==> src/rtl/tiny86_pkg.sv <==
package tiny86_pkg;

  // Datapath and memory sizing.
  localparam int XLEN      = 32;
  localparam int RAM_DEPTH = 256;
  localparam int RAM_AW    = 8;
  localparam int PADDR_W   = 12;

  typedef logic [2:0] reg_idx_t;

  // Reduced opcode set. Unknown codes only advance EIP.
  typedef enum logic [5:0] {
    ADD  = 6'd0,
    SUB  = 6'd1,
    AND  = 6'd2,
    XOR  = 6'd3,
    MOVI = 6'd4,
    LD   = 6'd5,
    ST   = 6'd6,
    JNZ  = 6'd7
  } opcode_e;

  // Instruction word layout. Bits 19..16 are reserved.
  typedef struct packed {
    opcode_e     opcode;
    reg_idx_t    dst;
    reg_idx_t    src;
    logic [3:0]  rsvd;
    logic [15:0] imm;
  } instr_t;

  // EFLAGS bit positions. Only CF and ZF are kept.
  localparam int FLAG_CF = 0;
  localparam int FLAG_ZF = 6;

  // APB register map.
  localparam logic [PADDR_W-1:0] ADDR_INSTR    = 12'h000;
  localparam logic [PADDR_W-1:0] ADDR_STATUS   = 12'h004;
  localparam logic [PADDR_W-1:0] ADDR_GPR_BASE = 12'h040;
  localparam logic [PADDR_W-1:0] ADDR_EIP      = 12'h060;
  localparam logic [PADDR_W-1:0] ADDR_EFLAGS   = 12'h064;
  localparam logic [PADDR_W-1:0] ADDR_RAM_BASE = 12'h400;

endpackage

==> src/rtl/mem_if.sv <==
`timescale 1ns/1ps

// One word-wide request/grant channel into the shared RAM.
interface mem_if;
  import tiny86_pkg::*;

  logic              req;
  logic              we;
  logic [RAM_AW-1:0] addr;
  logic [XLEN-1:0]   wdata;
  logic [XLEN-1:0]   rdata;
  logic              gnt;

  modport requester (output req, output we, output addr, output wdata,
                     input rdata, input gnt);
  modport arbiter (input req, input we, input addr, input wdata,
                   output rdata, output gnt);

endinterface

==> src/rtl/step_exec.sv <==
`timescale 1ns/1ps

module step_exec (
  input  logic                        i_clk,
  input  logic                        i_arst_n,
  input  logic                        i_start,
  input  logic [tiny86_pkg::XLEN-1:0] i_instr,
  input  logic [tiny86_pkg::XLEN-1:0] i_rd_dst,
  input  logic [tiny86_pkg::XLEN-1:0] i_rd_src,
  input  logic [tiny86_pkg::XLEN-1:0] i_eip,
  input  logic [tiny86_pkg::XLEN-1:0] i_eflags,
  output logic                        o_busy,
  output tiny86_pkg::reg_idx_t        o_rd_dst_idx,
  output tiny86_pkg::reg_idx_t        o_rd_src_idx,
  output logic                        o_wr_en,
  output logic                        o_wr_gpr_en,
  output tiny86_pkg::reg_idx_t        o_wr_idx,
  output logic [tiny86_pkg::XLEN-1:0] o_wr_data,
  output logic [tiny86_pkg::XLEN-1:0] o_wr_eip,
  output logic [tiny86_pkg::XLEN-1:0] o_wr_eflags,
  mem_if.requester                    mem
);
  import tiny86_pkg::*;

  typedef enum logic [1:0] {S_IDLE, S_EXEC, S_MEM, S_WB} state_e;

  state_e            state_q;
  instr_t            instr_q;
  logic              req_q;
  logic              ld_wait_q;
  logic              gpr_we_q;
  logic [XLEN-1:0]   res_q;
  logic [XLEN-1:0]   eip_q;
  logic [XLEN-1:0]   flags_q;
  logic [XLEN-1:0]   imm_sext;
  logic [XLEN-1:0]   eip_seq;
  logic [XLEN:0]     alu;
  logic [XLEN-1:0]   exec_res;
  logic              exec_gpr_we;
  logic [XLEN-1:0]   flags_nxt;
  logic [XLEN-1:0]   eip_nxt;
  logic              is_mem;

  assign o_rd_dst_idx = instr_q.dst;
  assign o_rd_src_idx = instr_q.src;

  assign imm_sext = {{(XLEN-16){instr_q.imm[15]}}, instr_q.imm};
  assign eip_seq  = i_eip + 32'd4;
  assign is_mem   = (instr_q.opcode == LD) || (instr_q.opcode == ST);

  // ALU, flag logic and branch target.
  always_comb begin
    alu         = '0;
    exec_res    = '0;
    exec_gpr_we = 1'b0;
    flags_nxt   = i_eflags;
    eip_nxt     = eip_seq;
    case (instr_q.opcode)
      ADD: alu = {1'b0, i_rd_dst} + {1'b0, i_rd_src};
      SUB: alu = {1'b0, i_rd_dst} - {1'b0, i_rd_src};
      AND: alu = {1'b0, i_rd_dst & i_rd_src};
      XOR: alu = {1'b0, i_rd_dst ^ i_rd_src};
      default: alu = '0;
    endcase
    case (instr_q.opcode)
      ADD, SUB, AND, XOR: begin
        exec_res           = alu[XLEN-1:0];
        exec_gpr_we        = 1'b1;
        flags_nxt[FLAG_CF] = alu[XLEN];
        flags_nxt[FLAG_ZF] = alu[XLEN-1:0] == '0;
      end
      MOVI: begin
        exec_res    = {{(XLEN-16){1'b0}}, instr_q.imm};
        exec_gpr_we = 1'b1;
      end
      LD: exec_gpr_we = 1'b1;
      JNZ: begin
        if (!i_eflags[FLAG_ZF]) begin
          eip_nxt = eip_seq + {imm_sext[XLEN-3:0], 2'b00};
        end
      end
      default: exec_gpr_we = 1'b0;
    endcase
  end

  // Address and store data stay stable for the whole step.
  assign mem.req   = req_q;
  assign mem.we    = instr_q.opcode == ST;
  assign mem.addr  = i_rd_src[RAM_AW-1:0] + imm_sext[RAM_AW-1:0];
  assign mem.wdata = i_rd_dst;

  always_ff @(posedge i_clk or negedge i_arst_n) begin
    if (!i_arst_n) begin
      state_q   <= S_IDLE;
      req_q     <= 1'b0;
      ld_wait_q <= 1'b0;
      gpr_we_q  <= 1'b0;
    end else begin
      case (state_q)
        S_IDLE: if (i_start) state_q <= S_EXEC;
        S_EXEC: begin
          gpr_we_q <= exec_gpr_we;
          req_q    <= is_mem;
          state_q  <= is_mem ? S_MEM : S_WB;
        end
        S_MEM: begin
          if (ld_wait_q) begin
            ld_wait_q <= 1'b0;
            state_q   <= S_WB;
          end else if (mem.gnt) begin
            req_q <= 1'b0;
            if (mem.we) state_q <= S_WB;
            else ld_wait_q <= 1'b1;
          end
        end
        default: state_q <= S_IDLE;
      endcase
    end
  end

  always_ff @(posedge i_clk) begin
    if (state_q == S_IDLE && i_start) begin
      instr_q <= instr_t'(i_instr);
    end
    if (state_q == S_EXEC) begin
      res_q   <= exec_res;
      eip_q   <= eip_nxt;
      flags_q <= flags_nxt;
    end else if (ld_wait_q) begin
      res_q <= mem.rdata;
    end
  end

  assign o_busy      = state_q != S_IDLE;
  assign o_wr_en     = state_q == S_WB;
  assign o_wr_gpr_en = gpr_we_q;
  assign o_wr_idx    = instr_q.dst;
  assign o_wr_data   = res_q;
  assign o_wr_eip    = eip_q;
  assign o_wr_eflags = flags_q;

  // The request and its fields hold until the arbiter grants it.
  a_req_hold: assert property (@(posedge i_clk) disable iff (!i_arst_n)
    mem.req && !mem.gnt |=> mem.req && $stable(mem.addr) && $stable(mem.we) &&
    $stable(mem.wdata));

endmodule

==> src/flat_wrapper.sv <==
// flat-port wrapper written by rule: the top's interface ports become plain ports
module step_exec_flat import tiny86_pkg::*;
  (i_clk, i_arst_n, i_start, i_instr, i_rd_dst, i_rd_src, i_eip, i_eflags, o_busy, o_rd_dst_idx, o_rd_src_idx, o_wr_en, o_wr_gpr_en, o_wr_idx, o_wr_data, o_wr_eip, o_wr_eflags, mem_req, mem_we, mem_addr, mem_wdata, mem_rdata, mem_gnt);
  mem_if mem_i ();
  input  logic i_clk;
  input  logic i_arst_n;
  input  logic i_start;
  input  logic [tiny86_pkg::XLEN-1:0] i_instr;
  input  logic [tiny86_pkg::XLEN-1:0] i_rd_dst;
  input  logic [tiny86_pkg::XLEN-1:0] i_rd_src;
  input  logic [tiny86_pkg::XLEN-1:0] i_eip;
  input  logic [tiny86_pkg::XLEN-1:0] i_eflags;
  output logic o_busy;
  output tiny86_pkg::reg_idx_t o_rd_dst_idx;
  output tiny86_pkg::reg_idx_t o_rd_src_idx;
  output logic o_wr_en;
  output logic o_wr_gpr_en;
  output tiny86_pkg::reg_idx_t o_wr_idx;
  output logic [tiny86_pkg::XLEN-1:0] o_wr_data;
  output logic [tiny86_pkg::XLEN-1:0] o_wr_eip;
  output logic [tiny86_pkg::XLEN-1:0] o_wr_eflags;
  output wire logic [$bits(mem_i.req)-1:0] mem_req;
  output wire logic [$bits(mem_i.we)-1:0] mem_we;
  output wire logic [$bits(mem_i.addr)-1:0] mem_addr;
  output wire logic [$bits(mem_i.wdata)-1:0] mem_wdata;
  input wire logic [$bits(mem_i.rdata)-1:0] mem_rdata;
  input wire logic [$bits(mem_i.gnt)-1:0] mem_gnt;
  assign mem_req = mem_i.req;
  assign mem_we = mem_i.we;
  assign mem_addr = mem_i.addr;
  assign mem_wdata = mem_i.wdata;
  assign mem_i.rdata = mem_rdata;
  assign mem_i.gnt = mem_gnt;
  step_exec u_core (.i_clk(i_clk), .i_arst_n(i_arst_n), .i_start(i_start), .i_instr(i_instr), .i_rd_dst(i_rd_dst), .i_rd_src(i_rd_src), .i_eip(i_eip), .i_eflags(i_eflags), .o_busy(o_busy), .o_rd_dst_idx(o_rd_dst_idx), .o_rd_src_idx(o_rd_src_idx), .o_wr_en(o_wr_en), .o_wr_gpr_en(o_wr_gpr_en), .o_wr_idx(o_wr_idx), .o_wr_data(o_wr_data), .o_wr_eip(o_wr_eip), .o_wr_eflags(o_wr_eflags), .mem(mem_i));
endmodule
==> config.mk <==
export PLATFORM = sky130hd
export DESIGN_NAME = step_exec_flat
export DESIGN_NICKNAME = d
export VERILOG_FILES = /design/src/rtl/tiny86_pkg.sv /design/src/rtl/mem_if.sv /design/src/rtl/step_exec.sv /design/src/flat_wrapper.sv
export SDC_FILE = /design/constraint.sdc
export NUM_CORES = 1
export LEC_CHECK = 0
export BUFFER_PORTS_ARGS = -buffer_cell sky130_fd_sc_hd__buf_2
export CAP_MARGIN = 30
export CORE_ASPECT_RATIO = 1.5
export CORE_MARGIN = 1
export CORE_UTILIZATION = 40
export CTS_BUF_LIST = sky130_fd_sc_hd__clkbuf_2 sky130_fd_sc_hd__clkbuf_4 sky130_fd_sc_hd__clkbuf_8
export DETAILED_ROUTE_END_ITERATION = 6
export PLACE_DENSITY = 0.65
export SETUP_SLACK_MARGIN = 0.3
export SLEW_MARGIN = 20
export SYNTH_ARGS = -nofsm -noshare
export SYNTH_HDL_FRONTEND = slang
export SYNTH_SLANG_ARGS = --single-unit
==> constraint.sdc <==
create_clock -name i_clk -period 5.4 [get_ports i_clk]
set_input_delay 0.27 -clock i_clk [delete_from_list [all_inputs] [get_ports i_clk]]
set_output_delay 0.27 -clock i_clk [all_outputs]
set_load 0.005 [all_outputs]
After elaboration in Yosys (flattened, before gate mapping). Index checks and enable logic that the tools add are counted. W data, S select, Z words.

Bits in registers: 129. Logic and storage cells: 66. Bits in read-only memories: 0. Memory bits (writable): 0. Latch bits: 0. Output and inout bits: 150. Memories: 0. Input port bits: 196.

Muxes and demuxes: 21. Order comparisons: 0. Reductions and logical operators: 12. Multiply operators: 0. Equal/unequal tests: 15. Shift operators: 0. Add/subtract/negate cells: 5. Divide/modulo/power cells: 0. Bitwise logic cells: 2.

Operator list (number): $pmux W33 S4 (1); $mux W32 (4); $pmux W32 S2 (1); $add A32 B32 Y33 (1); $sub A32 B32 Y33 (1); $add A32 B3 Y32 const B (1); $add A32 B32 Y32 (1); $and A32 B32 Y32 (1); $logic_not A32 Y1 (1); $xor A32 B32 Y32 (1); $eq A6 B3 Y1 const B (4); $eq A6 B2 Y1 const B (2); $mux W1 (9); $add A8 B8 Y8 (1); $mux W2 (4); $eq A6 B1 Y1 const B (1); $logic_not A6 Y1 (1); $ne A2 B2 Y1 const B (3); $ne A3 B2 Y1 const B (2); $pmux W2 S3 (1); $reduce_and A3 Y1 (2); $reduce_bool A2 Y1 (3); $reduce_or A6 Y1 (1); $eq A2 B2 Y1 const B (2); 6 further kinds (6).

Longest topological paths before layout.
Depth in word-level cells: 5. Mapped depth: 21. Depth with buffers taken out: 20.

Least setup slack after synthesis. Ideal clock, no wire load.

Kind: register to register. Start: register u_core.instr_q[26] in the netlist's numbering. End: register u_core.flags_q[6] (netlist: u_core.o_wr_eflags[6]), data pin. Required time: 5.144 ns. Stages on the path, launching flop included: 20. Arrival: 4.599 ns. Slack: 0.544 ns. Library setup time: 0.256 ns. Period minus slack after synthesis: 4.856 ns. Buffers on the path: 5. Cells stage by stage: edfxtp_1 buf_2 buf_1 clkbuf_1 buf_1 nand2_1 clkbuf_1 o21ai_0 inv_1 ha_1 nor2b_1 o31a_1 a21oi_1 o21ai_1 a2111o_1 and3_1 o32a_1 nand4_1 nor4_1 a22o_1.

Longest elaborated chain between the ends: 4. Elaborated cells between the ends (all ways): 8. Those cells by class: 3 x eq/ne; 2 x mux; 3 x reduce/logical.

RTL lines: start: declaration (RTL line step_exec.sv:28) `instr_t instr_q;`; start signal: assignment (RTL line step_exec.sv:123) `instr_q <= instr_t'(i_instr);`; $eq A6 B2 Y1 (tied with other cells) (RTL line step_exec.sv:58, step_exec.sv:65); $pmux W33 S4 (RTL line step_exec.sv:58) `case (instr_q.opcode)`; $logic_not A32 Y1 (RTL line step_exec.sv:70) `flags_nxt[FLAG_ZF] = alu[XLEN-1:0] == '0;`; $mux W1 * (RTL line step_exec.sv:65) `case (instr_q.opcode)`; named net u_core.flags_nxt[6] (RTL line step_exec.sv:40) `logic [XLEN-1:0] flags_nxt;`; end signal: assignment (RTL line step_exec.sv:128) `flags_q <= flags_nxt;`; end: declaration (RTL line step_exec.sv:34) `logic [XLEN-1:0] flags_q;`.

Mark *: on every way through the listed nets, which the timed path passes. The rest lies on a longest branch. A chain may end at the register's enable or synchronous reset.

Worst setup path in the final report.
Start: register u_core.instr_q[29] in the netlist's numbering. End: register u_core.flags_q[6] (netlist: u_core.o_wr_eflags[6]), data pin.

The elaborated chain is that of the path after synthesis.

==> impl_results.md <==
* EDFF count, synth at 124
* Setup crit start kind: flop
* GR Overflow Total at 0
* Max VDD drop at 0.170 mV
* Post-route DRC violation count at 0
* Clock-pin slew on the worst setup and hold paths at 0.09 ns
* Seq/Total Area, Yosys at 0.350
* YS warnings at 0
* Drt total wl at 36.4 mm
* Layout area overhead at 26.6%
* Worst slack, placed at 0.346 ns
* Power Total at 0.00464 W
* Arr. time, crit path at 5.12 ns
* Site Rows at 74
* Placed Cells at 1794
* Initial antenna violation count at 0
* Reg2reg start: u_core.instr_q[29]$_DFFE_PP_
* ANT nets after route at 0
* Max-slew headroom at 0.499
* Area contributors post-synth: edfxtp_1 34%, ha_1 12%, a21oi_1 5.2%, xnor2_1 4.5%, xor2_1 4.5%
* Final RePlAce weighted congestion at 0.915
* Tcrit/Tclk final at 0.881
* Largest net degree at the start of global routing at 84
* Initial Util at 0.405
* First-pass GRT wire length at 54.5 mm
* Power Density at 334 nW/um2
* Worst EP required at 5.76 ns
* Register bit total from synthesis at 129
* Num CTS Buffers at 17
* Leak pwr at 6.14 nW
* Clk root buf: clkbuf_8
* GRT Overall Usage at 0.260
* Synthesized area per cell at 9.37 um2
* Design area at 13900 um2
* CP Capture Type: flop
* Leading area contributor after synthesis: edfxtp_1
* Nets@finish at 1838
* FF-to-FF path depth at 17
* Hold path start: mem_rdata[21]
* R2r setup slk at 0.64 ns
* Fin. Hold Viols at 0
* Postcts setup bufs at 0
* FMAX at 210 MHz
* Most used DFF post-synth: edfxtp_1
* Synth unique cells at 75
* Post-DP HPWL at 28.4 mm
* CTS tree: done
* Hold Path Class: in2reg
* Vias per Instance at 5.51
* H-tree levels at 4
* Die height at 205 um
* Final std cells w/o fill at 1888
* Hold depth at 3
* Yosys top cell area share at 0.339
* Crit-path max FO at 9
* Syn nets at 1478
* # IOs at 346
* Syn Inst Count at 1173
* Later-pin clock latency in the skew report at 0.49 ns
* Final-layout fill cell count at 2586
* ANT cells at 0
* Hold worst-path end: u_core.o_wr_data[21]$_DFFE_PP_
* Vias in the first global route at 10200
* Die area at 28200 um2
* Final worst slack at 0.641 ns
* Cell Area, Placed at 12900 um2
* Die outline width at 137 um
* I/O Buffers at 341
* Final setup viols at 0
* Routed WL per cell at 19.3 um
* # Max-Cap Violations at 0
* Clk buf depth at 2
* Commonest non-fill, non-tap cell in the layout: buf_2
* 1st-pass router iterations at 5
* Most frequent cells in the layout: 341 x buf_2, 124 x edfxtp_1, 122 x nor2_1, 113 x a21oi_1, 105 x ha_1
* Status: finished clean
* RSZ-0062 raised after global routing: no
* Post-Syn Area at 11000 um2
* Clk sinks at 129
* Core Footprint at 27100 um2
* Final Slew Violations at 0
* Worst setup path category: reg2reg
* Layout cells sized above 1 at 0.279
* Worst-margin pin slew at 0.752 ns
* FFs w/ async S/R, synth at 0.0388
* Fin crit period at 4.76 ns
* Clock Skew at 0.0143 ns
* DRT iter0 DRCs at 527
* Vias post-DR at 10400
* Setup TNS at 0 ns
* Reg-to-Reg End: u_core.o_wr_eflags[6]$_DFFE_PP_
layout make-up:
class,instances,area [um2],share of cell area
clock buffers,18,241,0.0173
clock inverters,14,170,0.0122
inverters,27,101,0.00728
multi-input cells,937,6650,0.478
flip-flops and latches,129,3850,0.276
well taps,342,428,0.0307
repair buffers,421,2480,0.178
synthesized netlist by cell type (5+ instances only):
library cell / number
xnor2_1: 56
o211a_1: 5
and4_1: 8
mux2_2: 14
or4_1: 6
mux2i_1: 28
clkbuf_1: 30
nor2b_1: 8
nand2b_1: 20
nand4_1: 12
o21bai_1: 8
buf_1: 8
nand3_1: 30
a21oi_1: 115
a211oi_1: 11
or3_1: 6
edfxtp_1: 124
o21a_1: 14
o31ai_1: 11
dfrtp_1: 5
buf_4: 41
nor2_1: 123
a21o_1: 28
nor3_1: 18
nor4_1: 9
and3_1: 8
ha_1: 106
xor2_1: 56
o22ai_1: 6
inv_1: 27
a31oi_1: 13
a221oi_1: 7
o21ai_0: 54
nand2_1: 86
state kept, by name, summed over array words and instances, names as in the netlist:
| register | flops |
|---|---|
| u_core.o_wr_eflags | 32 |
| u_core.o_wr_data | 32 |
| u_core.mem.req | 1 |
| u_core.imm_sext | 16 |
| u_core.o_wr_eip | 32 |
| u_core.state_q | 2 |
| u_core.o_rd_src_idx | 3 |
| u_core.ld_wait_q | 1 |
| u_core.o_wr_gpr_en | 1 |
| u_core.instr_q | 6 |
| u_core.o_rd_dst_idx | 3 |
per-layer routing:
metal	part of all wire	up-vias	GRT usage
met1	0.38	4968	0.277
li1	-	5049	-
met3	0.045	73	0.0448
met2	0.54	311	0.490
met4	0.033	0	0.115
met5	0	-	0
through the flow:
| stage | util | hold WS (ns) |
|---|---|---|
| final | 0.513 | 0.0530 |
| after detailed placement | 0.474 | 0.107 |
| after CTS | 0.511 | 0.0196 |
| after floorplan | - | -0.0256 |
| after global placement | 0.474 | 0.103 |
| after global routing | 0.513 | 0.0470 |
critical path: stages, from the launching register on:
cell	delay, ns
edfxtp_1	0.44
nor3_2	0.31
nand2b_1	0.17
nor2_1	0.18
nand2_1	0.30
o31ai_1	0.19
xor2_1	0.19
ha_1	0.31
a211oi_1	0.31
o21bai_1	0.19
and4_1	0.23
a211o_1	0.38
a31o_2	0.34
a211oi_2	0.25
xor2_1	0.18
o22ai_2	0.16
nor4_1	0.31
a22o_1	0.17
logic make-up (layout without fill, tap and decap cells):
kind of cell / after synthesis / in the layout / share of synthesized area
xor gates and xnor gates: 112 / 112 / 0.0892
adders and majority gates: 109 / 109 / 0.126
buffers and inverters: 107 / 480 / 0.0506
DFF: 129 / 129 / 0.350
muxes: 42 / 42 / 0.0398
and+or+nand+nor: 354 / 354 / 0.154
AOI/OAI and AO/OA: 320 / 320 / 0.190
how the worst max path moves through the flow:
stage	start	end	slack [ns]	cells after the start
4_1_cts	u_core.instr_q[29]$_DFFE_PP_	u_core.o_wr_eflags[6]$_DFFE_PP_	0.34	17
5_1_grt	u_core.instr_q[29]$_DFFE_PP_	u_core.o_wr_eflags[6]$_DFFE_PP_	0.33	18
2_1_floorplan	u_core.instr_q[26]$_DFFE_PP_	u_core.o_wr_eflags[6]$_DFFE_PP_	0.54	19
6_report	u_core.instr_q[29]$_DFFE_PP_	u_core.o_wr_eflags[6]$_DFFE_PP_	0.64	17
3_3_place_gp	u_core.instr_q[29]$_DFFE_PP_	u_core.o_wr_eflags[6]$_DFFE_PP_	0.38	17
3_5_place_dp	i_rd_src[6]	u_core.o_wr_eflags[6]$_DFFE_PP_	0.35	18
report_power, final:
part / internal (W) / total [W] / switching, W
sequential: 0.00156 / 0.00168 / 0.000122
clock: 0.000430 / 0.000905 / 0.000474
combinational: 0.000839 / 0.00206 / 0.00122
total: 0.00283 / 0.00464 / 0.00181
timing repair:
action                                  4_1_cts  5_1_grt
hold buffers                                 61        0
endpoints found under the setup margin        0        4
hold endpoints to repair                     65        0
resized for setup                             0        5
(Power assumes the default switching activity.)
